<file path="src/source/exu_defines.svh">
`ifndef EXU_DEFINES_SVH
`define EXU_DEFINES_SVH

// Data word width
`define EXU_XLEN 32

// Global branch history length
`define EXU_GHR_SIZE 8

// Branch offset in halfword units
`define EXU_BRIMM_W 12

`endif
</file>
<file path="src/source/exu_pkg.sv">
`include "exu_defines.svh"

package exu_pkg;

   typedef logic [`EXU_XLEN-1:0]     exu_word_t;
   typedef logic [`EXU_XLEN-1:1]     exu_pc_t;        // Halfword address
   typedef logic [`EXU_GHR_SIZE-1:0] exu_ghr_t;       // Newest direction in bit 0

   // ALU operations first, then branch kinds
   typedef enum logic [3:0] {
      op_add  = 4'd0,
      op_sub  = 4'd1,
      op_and  = 4'd2,
      op_or   = 4'd3,
      op_xor  = 4'd4,
      op_slt  = 4'd5,
      op_sltu = 4'd6,
      op_sll  = 4'd7,
      op_srl  = 4'd8,
      br_beq  = 4'd9,
      br_bne  = 4'd10,
      br_blt  = 4'd11,
      br_bge  = 4'd12,
      br_jal  = 4'd13
   } exu_alu_op_t;

   typedef struct packed {
      logic                    valid;                  // Predicted branch present
      logic                    ataken;                 // Predicted taken
      logic                    misp;                   // Mispredict, output copy only
      logic                    pc4;                    // 4-byte instruction
      logic [1:0]              hist;                   // Counter state
      logic [`EXU_BRIMM_W-1:0] toffset;                // Target offset
   } exu_predict_pkt_t;

endpackage

</file>
<file path="src/source/exu.sv">
`timescale 1ns/1ps
`include "exu_defines.svh"

module exu
(
   input  logic                      clk,
   input  logic                      i_rst,
   input  logic                      i_x_ctl_en,          // Advance D into X
   input  logic                      i_alu_valid_d,
   input  exu_pkg::exu_alu_op_t      i_op,
   input  logic [1:0]                i_rs1_bypass_en,
   input  logic [1:0]                i_rs2_bypass_en,
   input  exu_pkg::exu_word_t        i_rs1_bypass_data,
   input  exu_pkg::exu_word_t        i_rs2_bypass_data,
   input  exu_pkg::exu_word_t        i_gpr_rs1,
   input  exu_pkg::exu_word_t        i_gpr_rs2,
   input  logic                      i_rs1_en,
   input  logic                      i_rs2_en,
   input  logic                      i_select_pc,
   input  exu_pkg::exu_pc_t          i_pc_d,
   input  exu_pkg::exu_word_t        i_immed,
   input  logic [`EXU_BRIMM_W-1:0]   i_brimm,
   input  exu_pkg::exu_predict_pkt_t i_pp_d,
   input  logic                      i_flush_lower_r,     // Trap unit flush
   input  exu_pkg::exu_pc_t          i_flush_path_r,
   output exu_pkg::exu_word_t        o_result_x,
   output exu_pkg::exu_pc_t          o_pc_x,
   output logic                      o_flush_final,
   output exu_pkg::exu_pc_t          o_flush_path_final,
   output exu_pkg::exu_predict_pkt_t o_mp_pkt,
   output exu_pkg::exu_ghr_t         o_mp_fghr,
   output exu_pkg::exu_ghr_t         o_ghr_x
);

   import exu_pkg::*;

   exu_word_t rs1_d;
   exu_word_t rs2_d;
   exu_pc_t   flush_path_x;
   logic      flush_upper_x;
   logic      br_valid_d;
   logic      br_valid_x;
   logic      actual_taken_x;

   assign br_valid_d = i_pp_d.valid & i_alu_valid_d;

   exu_operand_sel i_operand_sel (
      .i_rs1_bypass_en   (i_rs1_bypass_en),
      .i_rs2_bypass_en   (i_rs2_bypass_en),
      .i_rs1_bypass_data (i_rs1_bypass_data),
      .i_rs2_bypass_data (i_rs2_bypass_data),
      .i_result_x        (o_result_x),                 // X result loops back
      .i_gpr_rs1         (i_gpr_rs1),
      .i_gpr_rs2         (i_gpr_rs2),
      .i_rs1_en          (i_rs1_en),
      .i_rs2_en          (i_rs2_en),
      .i_select_pc       (i_select_pc),
      .i_pc_d            (i_pc_d),
      .i_immed           (i_immed),
      .o_rs1             (rs1_d),
      .o_rs2             (rs2_d)
   );

   exu_alu i_alu (
      .clk              (clk),
      .i_rst            (i_rst),
      .i_x_ctl_en       (i_x_ctl_en),
      .i_valid_d        (i_alu_valid_d),
      .i_op             (i_op),
      .i_a              (rs1_d),
      .i_b              (rs2_d),
      .i_pc_d           (i_pc_d),
      .i_brimm          (i_brimm),
      .i_pp_d           (i_pp_d),
      .i_flush_lower_r  (i_flush_lower_r),
      .o_result_x       (o_result_x),
      .o_pc_x           (o_pc_x),
      .o_flush_upper_x  (flush_upper_x),
      .o_flush_path_x   (flush_path_x),
      .o_mp_pkt         (o_mp_pkt),
      .o_br_valid_x     (br_valid_x),
      .o_actual_taken_x (actual_taken_x)
   );

   exu_ghr i_ghr (
      .clk              (clk),
      .i_rst            (i_rst),
      .i_x_ctl_en       (i_x_ctl_en),
      .i_br_valid_d     (br_valid_d),
      .i_pred_taken_d   (i_pp_d.ataken),
      .i_br_valid_x     (br_valid_x),
      .i_actual_taken_x (actual_taken_x),
      .i_flush_upper_x  (flush_upper_x),
      .i_flush_lower_r  (i_flush_lower_r),
      .o_ghr_d          (),                            // D history stays internal
      .o_ghr_x          (o_ghr_x),
      .o_mp_fghr        (o_mp_fghr)
   );

   // Trap flush is the oldest source
   assign o_flush_final      = flush_upper_x | i_flush_lower_r;
   assign o_flush_path_final = i_flush_lower_r ? i_flush_path_r : flush_path_x;

endmodule

</file>
<file path="src/source/exu_ghr.sv">
`timescale 1ns/1ps
`include "exu_defines.svh"

module exu_ghr
(
   input  logic              clk,
   input  logic              i_rst,
   input  logic              i_x_ctl_en,
   input  logic              i_br_valid_d,         // Predicted branch at D
   input  logic              i_pred_taken_d,
   input  logic              i_br_valid_x,         // Predicted branch at X
   input  logic              i_actual_taken_x,
   input  logic              i_flush_upper_x,
   input  logic              i_flush_lower_r,
   output exu_pkg::exu_ghr_t o_ghr_d,              // Speculative history
   output exu_pkg::exu_ghr_t o_ghr_x,              // Resolved history
   output exu_pkg::exu_ghr_t o_mp_fghr
);

   import exu_pkg::*;

   exu_ghr_t ghr_d_ns;
   exu_ghr_t ghr_x_ns;

   always_comb
   begin
      if (i_flush_lower_r)
         ghr_d_ns = o_ghr_x;                       // Restore from resolved copy
      else if (i_br_valid_d)
         ghr_d_ns = {o_ghr_d[`EXU_GHR_SIZE-2:0], i_pred_taken_d};
      else
         ghr_d_ns = o_ghr_d;
   end

   assign ghr_x_ns = i_br_valid_x ? {o_ghr_x[`EXU_GHR_SIZE-2:0], i_actual_taken_x} : o_ghr_x;

   always_ff @(posedge clk)
   begin
      if (i_rst)
         o_ghr_d <= '0;
      else
         o_ghr_d <= ghr_d_ns;
   end

   always_ff @(posedge clk)
   begin
      if (i_rst)
         o_ghr_x <= '0;
      else if (i_x_ctl_en)
         o_ghr_x <= ghr_x_ns;
   end

   assign o_mp_fghr = (i_flush_upper_x & ~i_flush_lower_r) ? o_ghr_d : o_ghr_x;

endmodule

</file>
<file path="src/source/exu_alu.sv">
`timescale 1ns/1ps
`include "exu_defines.svh"

module exu_alu
(
   input  logic                      clk,
   input  logic                      i_rst,
   input  logic                      i_x_ctl_en,        // Advance D into X
   input  logic                      i_valid_d,
   input  exu_pkg::exu_alu_op_t      i_op,
   input  exu_pkg::exu_word_t        i_a,
   input  exu_pkg::exu_word_t        i_b,
   input  exu_pkg::exu_pc_t          i_pc_d,
   input  logic [`EXU_BRIMM_W-1:0]   i_brimm,           // Halfword offset
   input  exu_pkg::exu_predict_pkt_t i_pp_d,
   input  logic                      i_flush_lower_r,
   output exu_pkg::exu_word_t        o_result_x,
   output exu_pkg::exu_pc_t          o_pc_x,
   output logic                      o_flush_upper_x,
   output exu_pkg::exu_pc_t          o_flush_path_x,
   output exu_pkg::exu_predict_pkt_t o_mp_pkt,
   output logic                      o_br_valid_x,      // Predicted branch at X
   output logic                      o_actual_taken_x
);

   import exu_pkg::*;

   localparam int SHAMT_W = $clog2(`EXU_XLEN);
   localparam int SEXT_W  = $bits(exu_pc_t) - `EXU_BRIMM_W;

   logic                    valid_x;
   exu_alu_op_t             op_x;
   exu_predict_pkt_t        pp_x;
   exu_word_t               a_x;
   exu_word_t               b_x;
   exu_pc_t                 pc_x;
   logic [`EXU_BRIMM_W-1:0] brimm_x;

   exu_word_t               alu_val;
   logic                    is_br;
   logic                    cond;
   logic                    pred_taken;
   exu_pc_t                 pc_next;
   exu_pc_t                 pc_target;

   always_ff @(posedge clk)
   begin
      if (i_rst)
      begin
         valid_x <= 1'b0;
         op_x    <= op_add;
         pp_x    <= '0;
      end
      else if (i_x_ctl_en)
      begin
         valid_x <= i_valid_d & ~i_flush_lower_r;   // Killed by trap flush
         op_x    <= i_op;
         pp_x    <= i_pp_d;
      end
   end

   always_ff @(posedge clk)
   begin
      if (i_x_ctl_en)
      begin
         a_x     <= i_a;
         b_x     <= i_b;
         pc_x    <= i_pc_d;
         brimm_x <= i_brimm;
      end
   end

   always_comb
   begin
      case (op_x)
         op_sub:  alu_val = a_x - b_x;
         op_and:  alu_val = a_x & b_x;
         op_or:   alu_val = a_x | b_x;
         op_xor:  alu_val = a_x ^ b_x;
         op_slt:  alu_val = exu_word_t'($signed(a_x) < $signed(b_x));
         op_sltu: alu_val = exu_word_t'(a_x < b_x);
         op_sll:  alu_val = a_x << b_x[SHAMT_W-1:0];
         op_srl:  alu_val = a_x >> b_x[SHAMT_W-1:0];
         default: alu_val = a_x + b_x;
      endcase
   end

   always_comb
   begin
      is_br = 1'b1;
      case (op_x)
         br_beq:  cond = (a_x == b_x);
         br_bne:  cond = (a_x != b_x);
         br_blt:  cond = ($signed(a_x) < $signed(b_x));
         br_bge:  cond = ($signed(a_x) >= $signed(b_x));
         br_jal:  cond = 1'b1;
         default:
         begin
            is_br = 1'b0;
            cond  = 1'b0;
         end
      endcase
   end

   assign pc_next   = pc_x + exu_pc_t'(2);          // Sequential, 4 bytes on
   assign pc_target = pc_x + {{SEXT_W{brimm_x[`EXU_BRIMM_W-1]}}, brimm_x};

   always_comb
   begin
      if (!valid_x)
         o_result_x = '0;
      else if (op_x == br_jal)
         o_result_x = {pc_next, 1'b0};              // Link address
      else if (is_br)
         o_result_x = '0;
      else
         o_result_x = alu_val;
   end

   assign pred_taken       = pp_x.valid & pp_x.ataken;
   assign o_actual_taken_x = cond;
   assign o_br_valid_x     = valid_x & pp_x.valid;
   assign o_pc_x           = pc_x;

   // Direction mismatch, trap flush wins
   assign o_flush_upper_x  = valid_x & is_br & (cond ^ pred_taken) & ~i_flush_lower_r;
   assign o_flush_path_x   = cond ? pc_target : pc_next;

   always_comb
   begin
      o_mp_pkt = '0;
      if (o_flush_upper_x)
      begin
         o_mp_pkt      = pp_x;
         o_mp_pkt.misp = 1'b1;
      end
   end

endmodule

</file>
<file path="src/source/exu_operand_sel.sv">
`timescale 1ns/1ps
`include "exu_defines.svh"

module exu_operand_sel
(
   input  logic [1:0]         i_rs1_bypass_en,      // Bit 1 X result and bit 0 decode data
   input  logic [1:0]         i_rs2_bypass_en,      // Bit 1 X result and bit 0 decode data
   input  exu_pkg::exu_word_t i_rs1_bypass_data,
   input  exu_pkg::exu_word_t i_rs2_bypass_data,
   input  exu_pkg::exu_word_t i_result_x,           // Back-to-back bypass
   input  exu_pkg::exu_word_t i_gpr_rs1,
   input  exu_pkg::exu_word_t i_gpr_rs2,
   input  logic               i_rs1_en,             // Qualifies GPR rs1
   input  logic               i_rs2_en,             // Qualifies GPR rs2
   input  logic               i_select_pc,          // PC onto rs1 for jumps
   input  exu_pkg::exu_pc_t   i_pc_d,
   input  exu_pkg::exu_word_t i_immed,
   output exu_pkg::exu_word_t o_rs1,
   output exu_pkg::exu_word_t o_rs2
);

   import exu_pkg::*;

   logic      rs1_byp;
   logic      rs2_byp;
   exu_word_t rs1_byp_data;
   exu_word_t rs2_byp_data;

   assign rs1_byp = |i_rs1_bypass_en;
   assign rs2_byp = |i_rs2_bypass_en;

   // Decoder keeps the two select bits one-hot
   assign rs1_byp_data = ({`EXU_XLEN{i_rs1_bypass_en[0]}} & i_rs1_bypass_data) |
                         ({`EXU_XLEN{i_rs1_bypass_en[1]}} & i_result_x);

   assign rs2_byp_data = ({`EXU_XLEN{i_rs2_bypass_en[0]}} & i_rs2_bypass_data) |
                         ({`EXU_XLEN{i_rs2_bypass_en[1]}} & i_result_x);

   always_comb
   begin
      if (rs1_byp)
         o_rs1 = rs1_byp_data;
      else if (i_select_pc)
         o_rs1 = {i_pc_d, 1'b0};                    // Byte address of the jump
      else if (i_rs1_en)
         o_rs1 = i_gpr_rs1;
      else
         o_rs1 = '0;
   end

   always_comb
   begin
      if (rs2_byp)
         o_rs2 = rs2_byp_data;
      else if (i_rs2_en)
         o_rs2 = i_gpr_rs2;
      else
         o_rs2 = i_immed;                           // I-type and branch compare
   end

endmodule

</file>
<file path="config.mk">
export PLATFORM = sky130hd
export DESIGN_NAME = exu
export DESIGN_NICKNAME = d
export VERILOG_FILES = /design/src/source/exu_pkg.sv /design/src/source/exu.sv /design/src/source/exu_ghr.sv /design/src/source/exu_alu.sv /design/src/source/exu_operand_sel.sv
export VERILOG_INCLUDE_DIRS = /design/src /design/src/source
export SDC_FILE = /design/constraint.sdc
export NUM_CORES = 1
export LEC_CHECK = 0
export BUFFER_PORTS_ARGS = -buffer_cell sky130_fd_sc_hd__buf_2
export CAP_MARGIN = 10
export CELL_PAD_IN_SITES_DETAIL_PLACEMENT = 0
export CELL_PAD_IN_SITES_GLOBAL_PLACEMENT = 1
export CORE_MARGIN = 8
export CORE_UTILIZATION = 24
export DETAILED_ROUTE_END_ITERATION = 8
export PLACE_DENSITY = 0.5
export SLEW_MARGIN = 20
export SYNTH_ARGS = -nofsm -noshare
export SYNTH_HDL_FRONTEND = slang
export SYNTH_HIERARCHICAL = 1
export SYNTH_SLANG_ARGS = --single-unit
</file>
<file path="constraint.sdc">
create_clock -name clk -period 6.32 [get_ports clk]
set_input_delay 1.896 -clock clk [delete_from_list [all_inputs] [get_ports clk]]
set_output_delay 1.896 -clock clk [all_outputs]
set_load 0.01 [all_outputs]
</file>
# Word-level counts from Yosys, hierarchy flattened
# Cells that the tools add are included.
totals:
  ff_bits: 145
  in_bits: 268
  output_inout_bits: 129
  wordCells: 79
classes:
  addsub: 4
  n_lt_le_gt_ge: 3
  eq_ne: 15
  shifts: 2
  n_mux: 17
  n_bitwise: 20
  n_reduce_logical: 5
ops:
  columns: ["op", "n"]
  rows:
  - ["$mux W32", 8]
  - ["$pmux W32 S8", 1]
  - ["$and A32 B32 Y32", 5]
  - ["$or A32 B32 Y32", 3]
  - ["$lt A32 B32 Y1", 2]
  - ["$mux W31", 2]
  - ["$add A32 B32 Y32", 1]
  - ["$eq A32 B32 Y1", 1]
  - ["$ge A32 B32 Y1", 1]
  - ["$ne A32 B32 Y1", 1]
  - ["$shl A32 B5 Y32", 1]
  - ["$shr A32 B5 Y32", 1]
  - ["$sub A32 B32 Y32", 1]
  - ["$xor A32 B32 Y32", 1]
  - ["$add A31 B2 Y31 const B", 1]
  - ["$add A31 B31 Y31", 1]
  - ["$eq A4 B4 Y1 const B", 6]
  - ["$mux W8", 3]
  - ["$mux W18", 1]
  - ["$eq A4 B3 Y1 const B", 4]
  - ["$and A1 B1 Y1", 8]
  - ["$eq A4 B2 Y1 const B", 2]
  - ["$pmux W1 S5", 1]
  - ["$reduce_or A5 Y1", 1]
  - ["other kinds (8)", 9]

# Logic depth before layout (Yosys ltp)
logic_depth:
  depth_word: 9
  mapped_depth: 17

# Hierarchy
# Netlist, hierarchy kept.
by_module_without_submodules:
  columns: ["module", "instances", "cells_each", "area_per_inst_um2", "seq_area_each_um2"]
  rows:
  - ["exu_alu", 1, 1785, 15252.1, 3653.5]
  - ["exu_operand_sel", 1, 192, 1515.2, 0.0]
  - ["exu_ghr", 1, 82, 848.3, 320.3]
  - ["exu", 1, 37, 541.8, 0.0]

# Least setup slack after synthesis
# OpenSTA, ideal clock, no wires.
synth_timing:
  path_type: "reg2out"
  from: "register i_alu.b_x[2]"
  to: "output o_mp_fghr[0]"
  arrival_time_ps: 4110
  required_ps: 4424
  path_slack_ps: 314
  stages_incl_launch_ff: 18
  n_path_buf: 4
  cell_sequence: "edfxtp_1 > clkinv_1 > buf_1 > clkbuf_1 > ha_1 > buf_2 > o21ba_2 > nor2b_1 > o211a_1 > nor3_4 > o311ai_1 > o21ai_0 > a22o_2 > xor2_2 > nor2b_1 > nand2b_1 > buf_6 > mux2_4"
synth_between:
  elab_chain_len: 7
  word_cells_on_any_way: 10
  classes_between: "2 x order compare; 2 x eq/ne; 2 x mux; 4 x bitwise"
synth_lines:
  columns: ["element", "line", "rtl"]
  rows:
  - ["from (decl)", "exu_alu.sv:35", "exu_word_t b_x;"]
  - ["from (signal assigned)", "exu_alu.sv:67", "b_x <= i_b;"]
  - ["$ge A32 B32 Y1 (tied with other cells)", "exu_alu.sv:95", "br_bge: cond = ($signed(a_x) >= $signed(b_x));"]
  - ["$pmux W1 S5 *", "exu_alu.sv:91", "case (op_x)"]
  - ["$xor A1 B1 Y1 *", "exu_alu.sv:126", "assign o_flush_upper_x = valid_x & is_br & (cond ^ pred_taken) & ~i_flush_lower_r;"]
  - ["$and A1 B1 Y1 * (2 in a row)", "exu_alu.sv:126", null]
  - ["named net flush_upper_x", "exu.sv:40", "logic flush_upper_x;"]
  - ["$and A1 B1 Y1 *", "exu_ghr.sv:53", "assign o_mp_fghr = (i_flush_upper_x & ~i_flush_lower_r) ? o_ghr_d : o_ghr_x;"]
  - ["$mux W8 *", "exu_ghr.sv:53", null]
  - ["to (decl)", "exu.sv:31", "output exu_pkg::exu_ghr_t o_mp_fghr,"]
# Mark *: on every way through the listed nets, which the timed path passes. The rest lies on a longest branch.

# Worst setup path in the final report
layout_timing:
  from: "register i_alu.a_x[3]"
  to: "output o_flush_path_final[27]"
layout_between:
  elab_chain_len: 4
  word_cells_on_any_way: 7
  classes_between: "2 x order compare; 2 x eq/ne; 3 x mux"
layout_lines:
  columns: ["element", "line", "rtl"]
  rows:
  - ["from (decl)", "exu_alu.sv:34", "exu_word_t a_x;"]
  - ["from (signal assigned)", "exu_alu.sv:66", "a_x <= i_a;"]
  - ["$ge A32 B32 Y1 (tied with other cells)", "exu_alu.sv:95", null]
  - ["$pmux W1 S5 *", "exu_alu.sv:91", null]
  - ["named net actual_taken_x", "exu.sv:43", "logic actual_taken_x;"]
  - ["$mux W31 *", "exu_alu.sv:127", "assign o_flush_path_x = cond ? pc_target : pc_next;"]
  - ["named net flush_path_x[27]", "exu.sv:39", "exu_pc_t flush_path_x;"]
  - ["$mux W31 *", "exu.sv:102", "assign o_flush_path_final = i_flush_lower_r ? i_flush_path_r : flush_path_x;"]
  - ["to (decl)", "exu.sv:29", "output exu_pkg::exu_pc_t o_flush_path_final,"]
# Marked as above.

==> results.sh <==
export IMPL_run_status="finished clean"
export IMPL_worst_path_buf_inv=4
export IMPL_syn_nets=2495
export IMPL_synth_cell_types=91
export IMPL_synthArstFlopShare_pct=0
export IMPL_ir_drop_uv=128.9
export IMPL_drive_gt1_share_pct=30.41
export IMPL_setup_viol=0
export IMPL_fillers=7997
export IMPL_cp_end_kind="output pin"
export IMPL_grt_max_degree=79
export IMPL_skew_ns=0.01963
export IMPL_ant_nets=0
export IMPL_syn_area_per_cell_um2=8.663
export IMPL_crit_path_start_kind="flip-flop"
export IMPL_drc=0
export IMPL_drv_cap=0
export IMPL_p_per_area_mw_per_mm2=195.0
export IMPL_cts_root_buf="clkbuf_16"
export IMPL_comb_power_share_pct=49.5
export IMPL_rows=101
export IMPL_core_area_mm2=0.07544
export IMPL_hold_path_class="reg -> reg"
export IMPL_antenna_found_initial=7
export IMPL_crit_fanout=18
export IMPL_total_power_uw=4462
export IMPL_critical_path_class="reg -> out"
export IMPL_finalHoldViolations=0
export IMPL_grt_pass1_wl_um=136700
export IMPL_post_synth_inst_count=2096
export IMPL_critical_path_top_delay_family="compound AO/OA/AOI/OAI gates"
export IMPL_power_frac_seq_pct=26.2
export IMPL_syn_to_final_growth_pct=26.01
export IMPL_syn_area_mm2=0.01816
export IMPL_synth_edf_count=107
export IMPL_gp_congestion=0.9464
export IMPL_ios=397
export IMPL_num_vias=19440
export IMPL_cp_slowest_cell="edfxtp_1"
export IMPL_initial_utilization_pct=24.07
export IMPL_clkLatencyLatePin_ns=0.47
export IMPL_synth_seq_cells=145
export IMPL_synth_ff_type="edfxtp_1"
export IMPL_routed_via_density=5.532
export IMPL_wl_um=96200
export IMPL_period_share_pct=98.87
export IMPL_cp_required_ns=4.42
export IMPL_finalCriticalPeriod_ns=6.249
export IMPL_crit_chain="buf_6 -> ha_2 -> nor3b_1 -> or3_1 -> o211a_1 -> nor3_4 -> o311ai_4 -> o31a_1 -> a32o_2 -> buf_12 -> bufbuf_16 -> a21oi_1 -> mux2_4 -> buf_2"
export IMPL_postCtsHoldBufs=0
export IMPL_grt_pass1_vias=19290
export IMPL_p_int_uw=2580
export IMPL_maxSlewHeadroom_pct=35.90
export IMPL_htreeDepth=4
export IMPL_dpl_hpwl_um=77460
export IMPL_ys_seq_area_share_pct=21.89
export IMPL_numCtsBuffers=17
export IMPL_tightest_slew_ns=0.9533
export IMPL_max_freq_ghz=0.1600
export IMPL_drt_iter0_markers=1493
export IMPL_switching_share_pct=42.18
export IMPL_p_leak_uw=0.009842
export IMPL_nNetsFinal=2921
export IMPL_p_switching_uw=1882
export IMPL_cts_buffer_depth=2
export IMPL_dr_pass1_iters=5
export IMPL_grt_overflow=0
export IMPL_pwr_share_clk_pct=24.3
export IMPL_worstPathArrival_ns=4.35
export IMPL_port_buffers=395
export IMPL_postLayoutCoreUtil_pct=30.33
export IMPL_ys_warnings_count=6
export IMPL_cts_clk_slew_worst_paths_ns=0.07
export IMPL_cpPeakStageDelay_ns=0.47
export IMPL_dieWidth_um=291.1
export IMPL_fp_dieArea_mm2=0.08471
export IMPL_finalMaxSlewViolations=0
export IMPL_grt_util_all_layers_pct=21.50
export IMPL_cts_tree="built"
export IMPL_die_y_um=291.1
export IMPL_avgRoutedWirePerCell_um=27.37
export IMPL_cts_sinks=145
==> power by group through the flow <==
stage,registers [uW],clock network [uW],logic [uW]
finish,1170,1080,2210
global route,1180,1140,2360
CTS,1170,1120,2150
detailed placement,1200,0,2090
global placement,1200,0,2100
floorplan,1190,0,1250
==> metal layers <==
metal | GRT usage (%) | wire length, um
met1 | 28.88 | 43200
met2 | 35.91 | 45300
met3 | 3.299 | 5569
met4 | 5.284 | 2120
met5 | 0 | 11
==> timing repair <==
item                                    CTS  global route
gates resized for setup                  20            37
pin swaps                                 4             5
setup buffers                            10            18
cloned                                    3             0
endpoints found under the setup margin   45            50
==> cell families after synthesis <==
group	after synthesis	share of synthesized area (%)
compound gates	705	26.67
xor+xnor	90	4.383
fa+ha+maj	131	9.151
buf+inv	266	6.464
flops	145	21.89
mux	216	17.14
simple gates	543	14.31
==> sequential cells by signal, indices dropped and copies added, names as in the netlist <==
register / cells
i_alu/valid_x: 1
i_ghr/o_ghr_d: 8
i_alu/o_pc_x: 31
i_alu/b_x: 32
i_alu/brimm_x: 12
i_ghr/o_ghr_x: 8
i_alu/pp_x: 17
i_alu/a_x: 32
i_alu/op_x: 4
==> cells in the final DEF (no fill, tap or decap), types with 15 or more instances in the layout <==
master,netlist,routed
o21bai_1,18,18
xor2_1,38,37
a22oi_1,37,37
nor2_1,186,186
mux4_2,60,60
inv_1,108,108
ha_1,128,122
and3_1,16,16
o21ai_1,31,43
o22ai_1,25,22
nand3_1,40,39
buf_4,6,159
mux2i_1,107,105
nor2b_1,28,26
o21ai_0,141,127
a31oi_1,19,18
clkbuf_16,0,18
a221oi_1,26,26
o221ai_1,15,15
nand4_1,22,22
nor3_1,25,21
dfxtp_1,38,38
nand2_1,142,142
edfxtp_1,107,107
a22o_1,32,32
a21o_1,40,40
or3_1,19,19
mux2_4,37,37
buf_2,28,394
a21oi_1,132,131
a211oi_1,25,22
a221o_1,57,57
xnor2_1,51,50
==> stage by stage <==
stage	TNS (ns)	cells	hold WS, ns	worst slack (ns)	cell area [um2]
2_1_floorplan	0	2096	0.4602	0.3141	18160
3_3_place_gp	0	3450	0.4734	0.2280	21720
4_1_cts	0	3495	0.5042	0.007124	22610
3_5_place_dp	0	3450	0.4860	0.2183	21720
6_report	0	3515	0.4971	0.07137	22880
5_1_grt	-0.006673	3515	0.5264	-0.005864	22880
==> synth_stat cells (15+ instances only) <==
| cell | number | area (um2) |
|---|---|---|
| and3_1 | 16 | 100.1 |
| dfxtp_1 | 38 | 760.7 |
| a221o_1 | 57 | 570.6 |
| mux4_2 | 60 | 1351 |
| xnor2_1 | 51 | 446.7 |
| o21ai_1 | 31 | 155.2 |
| clkbuf_1 | 91 | 341.6 |
| nand4_1 | 22 | 137.6 |
| o21ai_0 | 141 | 705.7 |
| ha_1 | 128 | 1602 |
| nor2_1 | 186 | 698.2 |
| mux2i_1 | 107 | 1071 |
| nor3_1 | 25 | 125.1 |
| or3_1 | 19 | 118.9 |
| o21bai_1 | 18 | 135.1 |
| o22ai_1 | 25 | 156.4 |
| mux2_4 | 37 | 555.5 |
| nand3_1 | 40 | 200.2 |
| o221ai_1 | 15 | 131.4 |
| a21o_1 | 40 | 300.3 |
| buf_1 | 18 | 67.56 |
| nor2b_1 | 28 | 175.2 |
| a211oi_1 | 25 | 187.7 |
| inv_1 | 108 | 405.4 |
| a221oi_1 | 26 | 227.7 |
| a22o_1 | 32 | 280.3 |
| buf_2 | 28 | 140.1 |
| xor2_1 | 38 | 332.8 |
| a31oi_1 | 19 | 118.9 |
| a21oi_1 | 132 | 660.6 |
| o31ai_1 | 16 | 120.1 |
| nand2_1 | 142 | 533.0 |
| a22oi_1 | 37 | 277.8 |
| edfxtp_1 | 107 | 3213 |
==> path summary, 6_finish.rpt <==
kind	from	end	slack, ns	cells past startpoint
max	i_alu/a_x[3]	o_flush_path_final[27]	0.07	14
min	i_alu/pp_x[1]	i_alu/pp_x[1]	0.50	2
max reg2reg	i_alu/a_x[1]	i_alu/a_x[31]	1.80	15
min reg2reg	i_alu/pp_x[1]	i_alu/pp_x[1]	0.50	2
==> final cells by class <==
class / instances / area, um2 / area share, %
timing repair buffer: 563 / 3377 / 14.76
sequential: 145 / 3974 / 17.37
clock buffer: 20 / 478.0 / 2.089
tap: 978 / 1224 / 5.348
multi-input combinational: 1685 / 13270 / 58.00
antenna: 2 / 5.005 / 0.02187
inverter: 110 / 416.7 / 1.821
clock inverter: 12 / 136.4 / 0.5961
==> tightest hold or removal path: cells and delay by family (launching register included) <==
kind / cells / cell delay, ns
flip-flops: 1 / 0.32
AND/OR/NAND/NOR: 1 / 0.08
multiplexers: 1 / 0.06
Note: power is estimated with default switching activity, not from simulation.
